## src/common/rv32i_types.sv

```systemverilog
package rv32i_types;

    // basic datapath widths shared by every stage of the back end

    localparam int XLEN = 32;                     // data and address word width
    localparam int REG_COUNT = 32;                // architectural integer registers
    localparam int BYTE_LANES = XLEN / 8;

    // data or address word
    typedef logic [XLEN-1:0] rv32i_word;

    // register index, x0..x31
    typedef logic [$clog2(REG_COUNT)-1:0] reg_idx_t;

    // one bit per byte lane of a word
    typedef logic [BYTE_LANES-1:0] byte_en_t;

    // PC after reset, fetch starts here
    localparam rv32i_word RESET_PC = 32'h0000_0060;

endpackage : rv32i_types

```

## src/verilog/regfile.sv

```systemverilog
`timescale 1ns/10ps

module regfile
(
    input  logic                    clk,
    input  logic                    rst_n,
    input  logic                    load_regfile,
    input  rv32i_types::reg_idx_t   rd,
    input  rv32i_types::rv32i_word  rd_data,
    input  rv32i_types::reg_idx_t   rs1_addr,
    input  rv32i_types::reg_idx_t   rs2_addr,
    output rv32i_types::rv32i_word  rs1_data,
    output rv32i_types::rv32i_word  rs2_data
);

rv32i_types::rv32i_word regs [rv32i_types::REG_COUNT];

always_ff @(posedge clk or negedge rst_n)
begin
    if (!rst_n)
    begin
        for (int i = 0; i < rv32i_types::REG_COUNT; i++)
        begin
            regs[i] <= '0;
        end
    end
    else if (load_regfile && (rd != '0))      // x0 is never written
    begin
        regs[rd] <= rd_data;
    end
end

// no bypass, a write shows up after the edge
assign rs1_data = regs[rs1_addr];
assign rs2_data = regs[rs2_addr];

// whatever write_back sends, x0 reads zero on both ports
assert property (@(posedge clk) disable iff (!rst_n)
    ((rs1_addr == '0) |-> (rs1_data == '0)) and ((rs2_addr == '0) |-> (rs2_data == '0)))
    else $error("regfile: x0 read nonzero");

endmodule : regfile

```

## config.mk

```make
export PLATFORM = sky130hd
export DESIGN_NAME = regfile
export DESIGN_NICKNAME = d
export VERILOG_FILES = /design/src/common/rv32i_types.sv /design/src/verilog/regfile.sv
export SDC_FILE = /design/constraint.sdc
export NUM_CORES = 2
export LEC_CHECK = 0
export BUFFER_PORTS_ARGS = -buffer_cell sky130_fd_sc_hd__buf_2
export CAP_MARGIN = 20
export CORE_MARGIN = 1
export CORE_UTILIZATION = 45
export DETAILED_ROUTE_END_ITERATION = 8
export GPL_ROUTABILITY_DRIVEN = 0
export GPL_TIMING_DRIVEN = 0
export MAX_ROUTING_LAYER = met4
export PLACE_DENSITY = 0.61
export SYNTH_ARGS = -nofsm -noshare
export SYNTH_HDL_FRONTEND = slang
export SYNTH_SLANG_ARGS = --single-unit
```

## constraint.sdc

```tcl
create_clock -name clk -period 4 [get_ports clk]
set_clock_uncertainty 0.2 [all_clocks]
set_input_delay 0.2 -clock clk [delete_from_list [all_inputs] [get_ports clk]]
set_output_delay 0.2 -clock clk [all_outputs]
set_load 0.05 [all_outputs]
```

==> results.txt <==
----------------------------------------------------
[Outcome]
  Status ... finished with violations
  Violated checks ... setup timing

[STA]
  Period minus WS final ... 4.03 ns
  Number of max-slew violations in the final report ... 0
  Relative slew slack ... 16.4%
  Final hold slack ... 0.123 ns
  Number of hold violations in the final report ... 0
  Least setup slack across all paths after layout ... -0.0269 ns
  Setup violations, final ... 1
  Portion of the clock cycle consumed by the worst path in the final layout ... 101%
  Actual transition at the worst max-transition pin ... 1.25 ns
  Achievable Freq ... 248 MHz
  Final-layout setup total negative slack ... -0.0269 ns
  RSZ-0062 raised after global routing ... false

[Worst hold path]
  Class of the tightest hold or removal check ... in2reg

[Cells and area]
  Max FFs per register ... 1,024
  Core occupancy in the finished layout ... 51.5%
  Most used cells in the layout excluding fill and tap cells ... mux2i_1 (1,024), dfrtp_1 (1,024), mux2_2 (953), clkbuf_1 (244), buf_2 (222)
  Layout cells sized above 1 ... 30.5%
  Layout overhead on the synthesized area ... 12.8%
  Number of nets in the layout ... 4,930
  Top Registers ... regs: 1024 flops
  Final Cell Area ... 0.0631 mm^2
  Register name with the most flops ... regs

[Global routing]
  Largest net degree at the start of global routing ... 165
  Leftover overflow at the end of global routing ... 0
  Wire length of the first global-routing pass ... 295,000 um
  Number of global-route vias before repair ... 40,800
  Number of antenna violations at the first check in global routing ... 11
  Combined global-route utilization of all metal layers ... 33.9%

[Setup path]
  CP arrival ... 3.63 ns
  Kind of start point of the critical path ... primary input
  Critical path data required time ... 3.60 ns
  Critical Setup Path Class ... in2out
  Maximum fanout count along the critical path ... 10
  Startpoint of the lowest-slack register-to-register path ... regs[16]$_DFFE_PN0P_
  Destination of the worst register-to-register timing path ... regs[16]$_DFFE_PN0P_
  Crit. Startpoint ... rs1_addr[2]
  Capturing element type of the critical path ... output pin
  Termination of the worst setup path ... rs1_data[30]
  Reg2Reg Depth ... 1
  Worst R2R Setup Slack ... 2.95 ns

[Clock tree]
  Level count of the clock H-tree ... 3
  Post-CTS setup buffer count ... 0
  Root buffer selected by CTS ... clkbuf_16
  Maximum buffer depth of the clock tree ... 3
  # hold bufs at CTS ... 37
  Clock sink total ... 1,024
  Clock slew at the register clock pins of the worst setup and hold paths ... 0.06 ns
  Clock latency at the later pin of the worst-skew pair ... 0.75 ns
  Cts bufs inserted ... 115
  Clock tree from TritonCTS ... yes
  Gates resized, CTS repair ... 0

[Floorplanning]
  Die area ... 0.126 mm^2
  Number of standard-cell rows in the floorplan ... 128
  I/O pin count ... 114
  Die width ... 355 um
  Die Span Y ... 355 um
  Effective utilization at floorplan ... 45.7%
  CORE AREA ... 0.123 mm^2

[Logic synthesis]
  Ys Warns ... 0
  Count of cell types in the netlist ... 28
  Mean cell area of the mapped netlist ... 12.2 um^2
  Nets in the synthesized netlist ... 4,651
  Area share of the largest cell type after synthesis ... 45.8%
  Count of state elements after synthesis ... 1,024
  Proportion of synthesized chip area in sequential cells ... 45.8%
  Total standard cell area after synthesis ... 0.0559 mm^2
  Cells after synthesis ... 4,601
  Largest cells by area after synthesis ... dfrtp_1 (46%), mux2_2 (19%), mux2i_1 (18%)
  Top cell type by total area after synthesis ... dfrtp_1

[Drt]
  Iteration count of the initial detailed-routing pass ... 5
  Via/cell ratio ... 6.27
  Total wirelength of the detailed-routed design ... 209,000 um
  Total vias in the final route ... 41,400
  DRC Markers ... 0
  Wirelength per Cell ... 31.7 um
  Detailed Route Iter0 Violations ... 4,075
  DRT antenna net count ... 0

[Placed design]
  Number of buffer cells added on primary ports ... 111
  Total half-perimeter wirelength after legalization and detailed placement ... 155,000 um
  Instance area at placement ... 0.0588 mm^2

[Pwr]
  Static leakage ... 29.7 nW
  Largest voltage drop on the vdd net ... 0.429 mV
  Pwr Density ... 496 mW/mm^2

[Flow run]
  # Max-Cap Violations ... 0

----------------------------------------------------
[worst min-delay path by stage]
stage,start,endpoint,slack [ns],depth (start not counted)
after floorplan,rst_n,regs[0]$_DFFE_PN0P_,-0.30,0
after global placement,regs[1020]$_DFFE_PN0P_,regs[1020]$_DFFE_PN0P_,0.26,1
after detailed placement,rst_n,regs[208]$_DFFE_PN0P_,-0.05,1
after CTS,rd[3],regs[447]$_DFFE_PN0P_,0.06,4
after global routing,load_regfile,regs[127]$_DFFE_PN0P_,0.11,4
final,load_regfile,regs[608]$_DFFE_PN0P_,0.12,4
[synth_stat cells]
cell,instances
dfrtp_1,1024
mux2i_1,1024
mux2_2,953
clkbuf_1,224
nand2_1,210
nand3_1,194
a21oi_1,192
a22oi_1,192
a22o_1,128
buf_2,111
nor3_1,65
a31oi_1,64
buf_4,64
buf_6,48
mux2_1,39
buf_1,26
nor2_4,16
nand2b_1,4
nand3b_1,4
nor2b_1,4
nor2_1,3
nor3b_2,3
or2_2,3
and2_1,2
and3_1,1
and3b_1,1
nor3b_1,1
or3b_4,1
[through the flow]
stage	power, mW	worst slack, ns	std cells
after floorplan	18.2	1.88	4601
after global placement	20.2	-20.56	6337
after detailed placement	20.4	0.199	6349
after CTS	31.2	0.195	6595
after global routing	32.5	0.102	6606
final	31.3	-0.0269	6608
[cell families (layout without fill, tap and decap cells)]
kind of cell / count (synthesis) / after routing / share of synthesized area [%]
and+or+nand+nor: 512 / 512 / 4.39
DFF: 1024 / 1024 / 45.8
buffers and inverters: 473 / 844 / 4.50
muxes: 2016 / 2016 / 38.3
AOI/OAI and AO/OA: 576 / 576 / 7.01
other: 0 / 11 / 0
[power by group]
group / leakage (nW) / switching [mW] / total [mW] / internal [mW]
clock: 1.91 / 4.50 / 10.9 / 6.36
sequential: 13.1 / 1.50 / 13.8 / 12.3
combinational: 14.7 / 3.52 / 6.59 / 3.06
total: 29.7 / 9.53 / 31.3 / 21.8
[critical path, cell delays in order]
cell,delay [ns]
buf_2,0.14
and2_1,0.15
buf_2,0.46
buf_2,0.53
buf_1,0.83
a22oi_1,0.20
nand3_1,0.32
nand3_1,0.41
buf_2,0.36
[per-layer routing]
layer  GRT usage (%)  share of wire (%)
met1            45.0                 42
met5               -                  0
met3            7.72                8.9
met2            48.7                 43
met4            16.7                5.8
[layout make-up]
type / count / area, um^2
Tap cell: 1625 / 2030
Clock buffer: 175 / 3500
Timing Repair Buffer: 162 / 1270
Multi-Input combinational cell: 3104 / 27800
Sequential cell: 1024 / 25600
Clock inverter: 34 / 342
Buffer: 473 / 2520
Antenna cell: 11 / 27.5
Fill cell: 11000 / 59400
(Power assumes the default switching activity.)
