File: src/common/rv32i_types.sv
package rv32i_types;

    // basic datapath widths shared by every stage of the back end

    localparam int XLEN = 32;                     // data and address word width
    localparam int REG_COUNT = 32;                // architectural integer registers
    localparam int BYTE_LANES = XLEN / 8;

    // data or address word
    typedef logic [XLEN-1:0] rv32i_word;

    // register index, x0..x31
    typedef logic [$clog2(REG_COUNT)-1:0] reg_idx_t;

    // one bit per byte lane of a word
    typedef logic [BYTE_LANES-1:0] byte_en_t;

    // PC after reset, fetch starts here
    localparam rv32i_word RESET_PC = 32'h0000_0060;

endpackage : rv32i_types

File: src/common/rv32i_ctrl.sv
package rv32i_ctrl;

    // value written back to the register file
    typedef enum logic [3:0] {
        alu_out,                                  // ALU result
        br_en,                                    // branch compare flag, zero extended
        u_imm,                                    // lui
        lw,                                       // full load word
        pc_plus4,                                 // jal / jalr link value
        lb,
        lbu,
        lh,
        lhu
    } regfilemux_sel_t;

    // data memory operation carried by the instruction
    typedef enum logic [2:0] {
        mem_none,
        load_b,
        load_h,
        load_w,
        store_b,
        store_h,
        store_w
    } mem_op_t;

    // next PC source
    // labels carry a prefix since the regfile mux already owns alu_out and pc_plus4
    typedef enum logic [1:0] {
        pcmux_pc_plus4,                           // sequential
        pcmux_alu_out,                            // taken branch / jal
        pcmux_alu_mod2                            // jalr, bit 0 cleared by fetch
    } pcmux_sel_t;

endpackage : rv32i_ctrl

File: src/write_back/write_back.sv
`timescale 1ns/10ps

module write_back
(
    input  logic                            wb_valid,
    input  rv32i_types::rv32i_word          wb_alu,
    input  logic                            wb_br_en,
    input  rv32i_types::rv32i_word          wb_pc_plus4,
    input  rv32i_types::rv32i_word          wb_u_imm,
    input  rv32i_types::reg_idx_t           wb_rd,
    input  logic                            wb_load_regfile,
    input  rv32i_ctrl::regfilemux_sel_t     wb_regfilemux_sel,
    input  rv32i_ctrl::pcmux_sel_t          wb_pcmux_sel,
    input  rv32i_types::byte_en_t           wb_byte_en,
    input  rv32i_types::rv32i_word          mem_rdata,

    // to regfile
    output logic                            load_regfile,
    output rv32i_types::reg_idx_t           rd,
    output rv32i_types::rv32i_word          rd_data,

    // to fetch
    output logic                            redirect_valid,
    output rv32i_types::rv32i_word          alu_out_to_pc,
    output rv32i_ctrl::pcmux_sel_t          pcmux_sel
);

logic [7:0]  load_byte;
logic [15:0] load_half;

assign load_regfile = wb_valid && wb_load_regfile;
assign rd = wb_rd;

assign redirect_valid = wb_valid && (wb_pcmux_sel != rv32i_ctrl::pcmux_pc_plus4);
assign alu_out_to_pc = wb_alu;
assign pcmux_sel = wb_pcmux_sel;

// pick the lane the memory stage enabled
always_comb
begin
    case (wb_byte_en)
        4'b0010: load_byte = mem_rdata[15:8];
        4'b0100: load_byte = mem_rdata[23:16];
        4'b1000: load_byte = mem_rdata[31:24];
        default: load_byte = mem_rdata[7:0];
    endcase
    case (wb_byte_en)
        4'b0110: load_half = mem_rdata[23:8];
        4'b1100: load_half = mem_rdata[31:16];
        default: load_half = mem_rdata[15:0];
    endcase
end

// regfile mux
always_comb
begin
    case (wb_regfilemux_sel)
        rv32i_ctrl::alu_out:  rd_data = wb_alu;
        rv32i_ctrl::br_en:    rd_data = {31'd0, wb_br_en};
        rv32i_ctrl::u_imm:    rd_data = wb_u_imm;
        rv32i_ctrl::lw:       rd_data = mem_rdata;
        rv32i_ctrl::pc_plus4: rd_data = wb_pc_plus4;
        rv32i_ctrl::lb:       rd_data = {{24{load_byte[7]}}, load_byte};
        rv32i_ctrl::lbu:      rd_data = {24'd0, load_byte};
        rv32i_ctrl::lh:       rd_data = {{16{load_half[15]}}, load_half};
        rv32i_ctrl::lhu:      rd_data = {16'd0, load_half};
        default:              rd_data = wb_alu;
    endcase
end

// enables come from mem_stage a cycle earlier, must match the load width
assert final (!(wb_valid && wb_regfilemux_sel inside {rv32i_ctrl::lb, rv32i_ctrl::lbu})
              || $onehot(wb_byte_en))
    else $error("write_back: byte load with enables %b", wb_byte_en);

assert final (!(wb_valid && wb_regfilemux_sel inside {rv32i_ctrl::lh, rv32i_ctrl::lhu})
              || (wb_byte_en inside {4'b0011, 4'b0110, 4'b1100}))
    else $error("write_back: halfword load with enables %b", wb_byte_en);

endmodule : write_back

File: config.mk
export PLATFORM = sky130hd
export DESIGN_NAME = write_back
export DESIGN_NICKNAME = d
export VERILOG_FILES = /design/src/common/rv32i_types.sv /design/src/common/rv32i_ctrl.sv /design/src/write_back/write_back.sv
export SDC_FILE = /design/constraint.sdc
export NUM_CORES = 1
export LEC_CHECK = 0
export ABC_AREA = 0
export BUFFER_PORTS_ARGS = -buffer_cell sky130_fd_sc_hd__buf_2
export CAP_MARGIN = 20
export CORE_ASPECT_RATIO = 0.75
export CORE_MARGIN = 1.5
export CORE_UTILIZATION = 30
export DETAILED_ROUTE_END_ITERATION = 8
export PLACE_DENSITY = 0.74
export SLEW_MARGIN = 15
export SYNTH_ARGS = -nofsm -noshare
export SYNTH_HDL_FRONTEND = slang
export SYNTH_SLANG_ARGS = --single-unit
File: constraint.sdc
create_clock -name vclk -period 2.55
set_input_delay 0.51 -clock vclk [all_inputs]
set_output_delay 0.51 -clock vclk [all_outputs]
set_load 0.02 [all_outputs]
==> results of run 1 <==
-- through the flow --
| step | hold WS, ps | setup WS [ps] | util (%) |
|---|---|---|---|
| after floorplan | 1130 | 27.0 | - |
| after global placement | 1020 | -285 | 50.1 |
| after detailed placement | 1020 | -337 | 50.1 |
| after CTS | 1020 | -173 | 52.5 |
| after global routing | 1020 | -236 | 55.6 |
| final | 1020 | -200 | 55.6 |
-- power breakdown --
group / total (mW) / internal, mW / leakage [nW] / switching, mW
Clock: 0 / 0 / 0 / 0
Combinational: 0.776 / 0.362 / 1.62 / 0.414
Sequential: 0 / 0 / 0 / 0
Total: 0.776 / 0.362 / 1.62 / 0.414
-- Yosys cell counts, types with 3 or more instances --
library cell  instances
nand2_1              39
clkbuf_1             15
a22o_1               10
nor2_1               28
a21oi_2              10
o32a_1               14
buf_4                39
a222oi_1             25
o21ai_0               3
nand3_1               7
nor2b_1               4
buf_2                 6
a21oi_1              22
a22oi_1              28
-- final cells by class --
class / instances / share of cell area [%]
multi-input combinational: 213 / 48.2
tap: 78 / 3.00
inverter: 2 / 0.230
timing repair buffer: 248 / 48.5
-- worst paths after layout --
check,slack [ps],from,end,depth (start not counted)
setup / recovery,-200,wb_byte_en[1],rd_data[30],10
hold / removal,1020,wb_rd[1],rd[1],0
-- routing by layer --
metal	wire, um	vias to the layer above	track usage, %	part of all wire [%]
li1	-	1439	-	-
met1	3870	1493	37.2	39
met2	4670	251	45.7	47
met3	1240	18	5.38	12
met4	175	0	6.40	1.8
met5	0	-	0	0
-- worst max-delay path: stages --
cell and delay [ps]:
buf_8 120, nor4bb_4 380, buf_4 190, a22o_1 140, o2111a_1 250, a211oi_4 50, buf_6 140, buf_12 140
a21oi_2 130, buf_2 180
-- cell families (layout without fill, tap and decap cells) --
| kind of cell | count (synthesis) | in the layout |
|---|---|---|
| AOI/OAI and AO/OA | 121 | 121 |
| xor gates and xnor gates | 3 | 3 |
| buffers and inverters | 65 | 250 |
| and+or+nand+nor | 89 | 89 |
-- repair_timing --
item	4_1_cts	5_1_grt
setup buffers	4	2
cloned	1	0
endpoints found under the setup margin	32	32
gates resized for setup	26	50
pin swaps	6	28
hold buffers	0	0
==> results.md, run 1 <==
- Status: finished with violations
- Failing checks: negative setup slack
- Max-Cap Viols: 0
- Post-synthesis mux area share: 0%
- F_max: 0.364 GHz
- Hold Crit Class: in -> out
- Worst setup path class: in -> out
- Routed len/inst: 18.4 um
- Post-route design area: 3260 um^2
- Post-synthesis simple-gate area fraction: 21.8%
- Placement Rows: 24
- Share of layout cells above drive strength 1: 60.7%
- Pwr dens: 238 nW/um^2
- Period utilization: 108%
- Max IR drop VDD: 0.173 mV
- NumNets Final: 611
- Commonest non-fill, non-tap cell in the layout: buf_2
- Final min period: 2750 ps
- Final setup violation count: 27
- Clkbuf count: 0
- Post-synth cell types: 35
- Final WL: 9.96 mm
- 1st-iter DRT viols: 343
- Yosys top cell by area: buf_4
- Final hold violation count: 0
- Total design power: 776 uW
- Slew @ Worst Pin: 499 ps
- FF+latch count: 0
- ANT cells: 0
- Xor and xnor area share after synthesis: 1.43%
- Vias in the first global route: 2969
- First-pass GRT wire length: 14.8 mm
- Largest net degree at the start of global routing: 31
- Drt drc: 0
- Crit path DAT: 2240 ps
- Post-route ant nets: 0
- Antenna violations before repair: 0
- Area contributors post-synth: buf_4 (16%), a222oi_1 (14%), a22oi_1 (11%)
- Remaining global-route overflow: 0
- CP Max Fanout: 8
- GP Congestion: 0.857
- Drt pass-1 iters: 9
- Mean Syn Cell Area: 6.59 um^2
- Cell area after synthesis: 1830 um^2
- Largest family of logic cells by synthesized area: compound AO/OA/AOI/OAI gates
- Commonest cells after routing, fill and taps aside: buf_2 (186), nand2_1 (39), buf_4 (33)
- Share of the synthesized area in the top cell type: 16.0%
- Post-DP Area: 2930 um^2
- Area delta synth->final: 77.7%
- Sequential cell area: 0 um^2
- Die height: 70.7 um
- Seq/Total Area, Yosys: 0%
- DIE AREA: 6590 um^2
- Setup WS post-layout: -200 ps
- Total number of vias: 3201
- DR vias/cell: 5.92
- Crit. End Element: output pin
- Rel. slew slack: 66.7%
- Syn_nets: 424
- Non-filler cells, final: 541
- Final TNS setup: -3650 ps
- Gr usage total: 27.7%
- Compound-cell area share of the yosys netlist: 54.2%
- Dpl cells: 535
- Syn. warnings: 0
- Startpoint types: input port
- RSZ-0062 raised after global routing: true
- Synth Area in Adders: 0%
- Pleak: 1.62 nW
- Multi-input gate area: 1570 um^2
- Core Footprint: 5860 um^2
- DPL Wire Length: 7.66 mm
- I/O pins: 219
- Max Transition Viols Final: 0
- Initial Util: 31.3%
- PortBufs: 209
- Die X: 93.3 um
- Fillers: 552
- Mapped Cells: 278
- Critical Path RT: 2040 ps
(Power assumes the default switching activity.)
==> inputs of run 2 (changes only) <==
ABC_CLOCK_PERIOD_IN_PS = 2550   (was not set)
CORE_AREA = 2 2 84 86   (was not set)
CORE_ASPECT_RATIO = not set   (was 0.75)
CORE_MARGIN = not set   (was 1.5)
CORE_UTILIZATION = not set   (was 30)
DIE_AREA = 0 0 86 88   (was not set)
PLACE_DENSITY = 0.69   (was 0.74)
==> results.md, run 2 (synthesis gave the netlist of run 1 again) <==
- Status: finished with violations (unchanged)
- Failing checks: negative setup slack (unchanged)
- Max IR drop VDD: 0.139 mV (was 0.173 mV)
- Post-route ant nets: 0 (unchanged)
- Sequential cell area: 0 um^2 (unchanged)
- Post-route design area: 3390 um^2 (was 3260 um^2)
- Final min period: 2680 ps (was 2750 ps)
- Remaining global-route overflow: 0 (unchanged)
- Worst setup path class: in -> out (unchanged)
- Cell mode on critical path: buf_4
- Crit. End Element: output pin (unchanged)
- Hold Crit Class: in -> out (unchanged)
- DIE AREA: 7570 um^2 (was 6590 um^2)
- Period utilization: 105% (was 108%)
- Placement Rows: 30 (was 24)
- Commonest cells after routing, fill and taps aside: buf_2 (178), buf_4 (44), nand2_1 (39) (was buf_2 (186), nand2_1 (39), buf_4 (33))
- Cts hold-fix bufs: 0 (unchanged)
- Slew @ Worst Pin: 522 ps (was 499 ps)
- Multi-input gate area: 1590 um^2 (was 1570 um^2)
- Cell family with most CP delay: compound AO/OA/AOI/OAI gates (was buffers and inverters)
- ANT cells: 0 (unchanged)
- Post-DP Area: 2940 um^2 (was 2930 um^2)
- CP max stage cell: a221o_1 (was nor4bb_4)
- Clkbuf count: 0 (unchanged)
- Final setup violation count: 24 (was 27)
- Fillers: 667 (was 552)
- Pleak: 1.68 nW (was 1.62 nW)
- Antenna violations before repair: 0 (unchanged)
- FF+latch count: 0 (unchanged)
- Largest net degree at the start of global routing: 23 (was 31)
- RSZ-0062 raised after global routing: true (unchanged)
- Total design power: 804 uW (was 776 uW)
- Share of layout cells above drive strength 1: 61.5% (was 60.7%)
- Dpl cells: 538 (was 535)
- CP Max Fanout: 8 (unchanged)
- Vias in the first global route: 3011 (was 2969)
- Startpoint types: input port (unchanged)
- PortBufs: 209 (unchanged)
- Critical Path RT: 2040 ps (about the same)
- Die height: 88 um (was 70.7 um)
- Initial Util: 27.6% (was 31.3%)
- Pwr dens: 237 nW/um^2 (was 238 nW/um^2)
- Routed len/inst: 18.9 um (was 18.4 um)
- Core Footprint: 6640 um^2 (was 5860 um^2)
- Total number of vias: 3148 (was 3201)
- F_max: 0.373 GHz (was 0.364 GHz)
- Drt drc: 0 (unchanged)
- DPL Wire Length: 8.00 mm (was 7.66 mm)
- Critical-path cell list: buf_8, buf_4, o21ai_1, o211ai_1, a221o_1, a211oi_4, buf_6, a21oi_2, buf_4 (was buf_8, nor4bb_4, buf_4, a22o_1, o2111a_1, a211oi_4, buf_6, buf_12, a21oi_2, buf_2)
- First-pass GRT wire length: 15.2 mm (was 14.8 mm)
- Gr usage total: 25.0% (was 27.7%)
- Crit path DAT: 2170 ps (was 2240 ps)
- Max Transition Viols Final: 0 (unchanged)
- I/O pins: 219 (unchanged)
- Setup WS post-layout: -134 ps (was -200 ps)
- Rel. slew slack: 65.2% (was 66.7%)
- Area delta synth->final: 84.9% (was 77.7%)
- NumNets Final: 621 (was 611)
- Final WL: 10.4 mm (was 9.96 mm)
- GP Congestion: 0.913 (was 0.857)
- Critical Path Max Stage Delay: 430 ps (was 380 ps)
- DR vias/cell: 5.69 (was 5.92)
- Non-filler cells, final: 553 (was 541)
- Commonest non-fill, non-tap cell in the layout: buf_2 (unchanged)
- Final hold violation count: 0 (unchanged)
- Final TNS setup: -2710 ps (was -3650 ps)
- 1st-iter DRT viols: 286 (was 343)
- Buffers & Inverters on Critical Path: 4 (was 5)
- Die X: 86 um (was 93.3 um)
- Max-Cap Viols: 0 (unchanged)
- Drt pass-1 iters: 6 (was 9)
[run 2: path summary, 6_finish.rpt]
| check | startpoint | end | slack (ps) | cells past startpoint |
|---|---|---|---|---|
| hold / removal | wb_rd[2] | rd[2] | 1020 | 0 |
| setup / recovery | wb_byte_en[1] | rd_data[16] | -130 | 9 |
[run 2: stage by stage]
| stage | util [%] | hold WS, ps | setup WS, ps |
|---|---|---|---|
| CTS | 48.0 | 1020 | -156 |
| finish | 51.0 | 1020 | -134 |
| floorplan | - | 1130 | 27.0 |
| detailed placement | 44.3 | 1020 | -342 |
| global placement | 44.3 | 1020 | -282 |
| global route | 51.0 | 1020 | -193 |
[run 2: cell type report]
type | instances | share of cell area, %
Tap cell | 80 | 2.95
Multi-Input combinational cell | 213 | 47.0
Timing Repair Buffer | 258 | 49.9
Inverter | 2 | 0.221
[run 2: timing repair]
action / 4_1_cts / 5_1_grt
setup buffers: 4 / 12
setup endpoints to repair: 32 / 32
gates resized for setup: 57 / 37
gates cloned: 1 / 0
pin swaps: 24 / 27
[run 2: where the power goes]
| part | internal [mW] | leakage (nW) | switching, mW |
|---|---|---|---|
| registers | 0 | 0 | 0 |
| logic | 0.383 | 1.68 | 0.421 |
| clock network | 0 | 0 | 0 |
[run 2: metal layers]
metal  vias to the layer above  share of wire, %  global-route usage [%]
li1                       1460                 -                       -
met3                        20               7.9                    3.58
met5                         -                 0                       0
met1                      1481                40                    31.6
met4                         0               2.1                    7.65
met2                       187                50                    43.8
==> inputs of run 3 (changes only) <==
PLACE_DENSITY = 0.72   (was 0.69)
==> results.md, run 3 (synthesis gave the netlist of run 1 again) <==
- Gr usage total: 24.7% (was 25.0%)
- Area delta synth->final: 89.3% (was 84.9%)
- First-pass GRT wire length: 15.0 mm (was 15.2 mm)
- Startpoint types: input port (unchanged)
- Placement Rows: 30 (unchanged)
- Commonest non-fill, non-tap cell in the layout: buf_2 (unchanged)
- Hold Crit Class: in -> out (unchanged)
- DPL Wire Length: 8.16 mm (was 8.00 mm)
- Commonest cells after routing, fill and taps aside: buf_2 (176), buf_4 (45), nand2_1 (39) (was buf_2 (178), buf_4 (44), nand2_1 (39))
- Die X: 86 um (unchanged)
- Status: finished with violations (unchanged)
- CP startpoint: wb_byte_en[0] (was wb_byte_en[1])
- Total number of vias: 3206 (was 3148)
- I/O pins: 219 (unchanged)
- Non-filler cells, final: 556 (was 553)
- Setup WS post-layout: -158 ps (was -134 ps)
- NumNets Final: 624 (was 621)
- Initial Util: 27.6% (unchanged)
- Clkbuf count: 0 (unchanged)
- Max Transition Viols Final: 0 (unchanged)
- DP Worst Slack: -331 ps (was -342 ps)
- Die height: 88 um (unchanged)
- Drt drc: 0 (unchanged)
- Pleak: 1.72 nW (was 1.68 nW)
- Min-delay src: wb_rd[4] (was wb_rd[2])
- Post-DP Area: 2950 um^2 (was 2940 um^2)
- Final WL: 10.9 mm (was 10.4 mm)
- Dpl cells: 539 (was 538)
- GP Congestion: 0.902 (was 0.913)
- Sequential cell area: 0 um^2 (unchanged)
- Core Footprint: 6640 um^2 (unchanged)
- Antenna violations before repair: 0 (unchanged)
- Worst setup endpoint: rd_data[22] (was rd_data[16])
- Worst setup path class: in -> out (unchanged)
- Share of layout cells above drive strength 1: 62.8% (was 61.5%)
- DIE AREA: 7570 um^2 (unchanged)
- Slew @ Worst Pin: 413 ps (was 522 ps)
- Post-route design area: 3470 um^2 (was 3390 um^2)
- FF+latch count: 0 (unchanged)
- CP Max Fanout: 6 (was 8)
- Vias in the first global route: 2953 (was 3011)
- Max-Cap Viols: 0 (unchanged)
- Period utilization: 106% (was 105%)
- Post-route ant nets: 0 (unchanged)
- Pwr dens: 239 nW/um^2 (was 237 nW/um^2)
- Final min period: 2710 ps (was 2680 ps)
- Remaining global-route overflow: 0 (unchanged)
- 1st-iter DRT viols: 283 (was 286)
- Crit. End Element: output pin (unchanged)
- Final setup violation count: 29 (was 24)
- PortBufs: 209 (unchanged)
- RSZ-0062 raised after global routing: true (unchanged)
- Critical Path RT: 2040 ps (about the same)
- Drt pass-1 iters: 9 (was 6)
- Largest net degree at the start of global routing: 32 (was 23)
- Total design power: 828 uW (was 804 uW)
- Rel. slew slack: 72.4% (was 65.2%)
- Routed len/inst: 19.6 um (was 18.9 um)
- Crit path DAT: 2200 ps (was 2170 ps)
- F_max: 0.369 GHz (was 0.373 GHz)
- Failing checks: negative setup slack (unchanged)
- ANT cells: 0 (unchanged)
- Final Util: 52.2% (was 51.0%)
- Max IR drop VDD: 0.141 mV (was 0.139 mV)
- DR vias/cell: 5.77 (was 5.69)
- Final hold violation count: 0 (unchanged)
## run 3: cell count changes in the layout (fill, tap and decap cells not counted), sizes merged
cell    previous run  this run
buf              258       259
clkbuf             0         1
nor2              28        29
## run 3: cell type report
cell class         count  area, um^2
fillers              646        3170
well taps             80         100
multi-input cells    214        1620
inverters              2        7.51
repair buffers       260        1740
## run 3: power breakdown
group	switching, mW	internal, mW	total (mW)
clock network	0	0	0
registers	0	0	0
logic	0.431	0.397	0.828
total	0.431	0.397	0.828
## run 3: worst max-delay path, cell delays in order
cell and delay [ps]:
buf_12 110, nor4bb_4 320, buf_4 190, nor3b_4 50, o2111a_2 290, a211oi_4 310
buf_6 200, a21oi_2 60, buf_4 170
## run 3: how the worst min path moves through the flow
| stage | to | slack, ps | cells past startpoint |
|---|---|---|---|
| after global placement | rd[4] | 1020 | 0 |
| after detailed placement | rd[4] | 1020 | 0 |
| final | rd[4] | 1020 | 0 |
| after global routing | rd[2] | 1020 | 0 |
| after floorplan | alu_out_to_pc[0] | 1130 | 1 |
| after CTS | rd[4] | 1020 | 0 |
## run 3: repair_timing
item	in CTS	in global routing
buffers inserted	9	10
resized for setup	54	56
pin swaps	10	38
cloned	1	3
hold endpoints to repair	0	0
hold buffers	0	0
setup endpoints to repair	32	32
## run 3: stage by stage
stage / hold slack (ps) / TNS (ps)
final: 1020 / -2880
after global routing: 1020 / -5100
after CTS: 1020 / -1830
after detailed placement: 1020 / -7500
after global placement: 1020 / -6140
after floorplan: 1130 / 0
## run 3: layer usage
layer  GRT usage, %  part of all wire, %  vias to the layer above
met5              0                    0                        -
met4           7.22                  3.0                        0
met3           2.54                  8.7                       35
met2           46.6                   50                      223
met1           29.4                   38                     1478
li1               -                    -                     1470
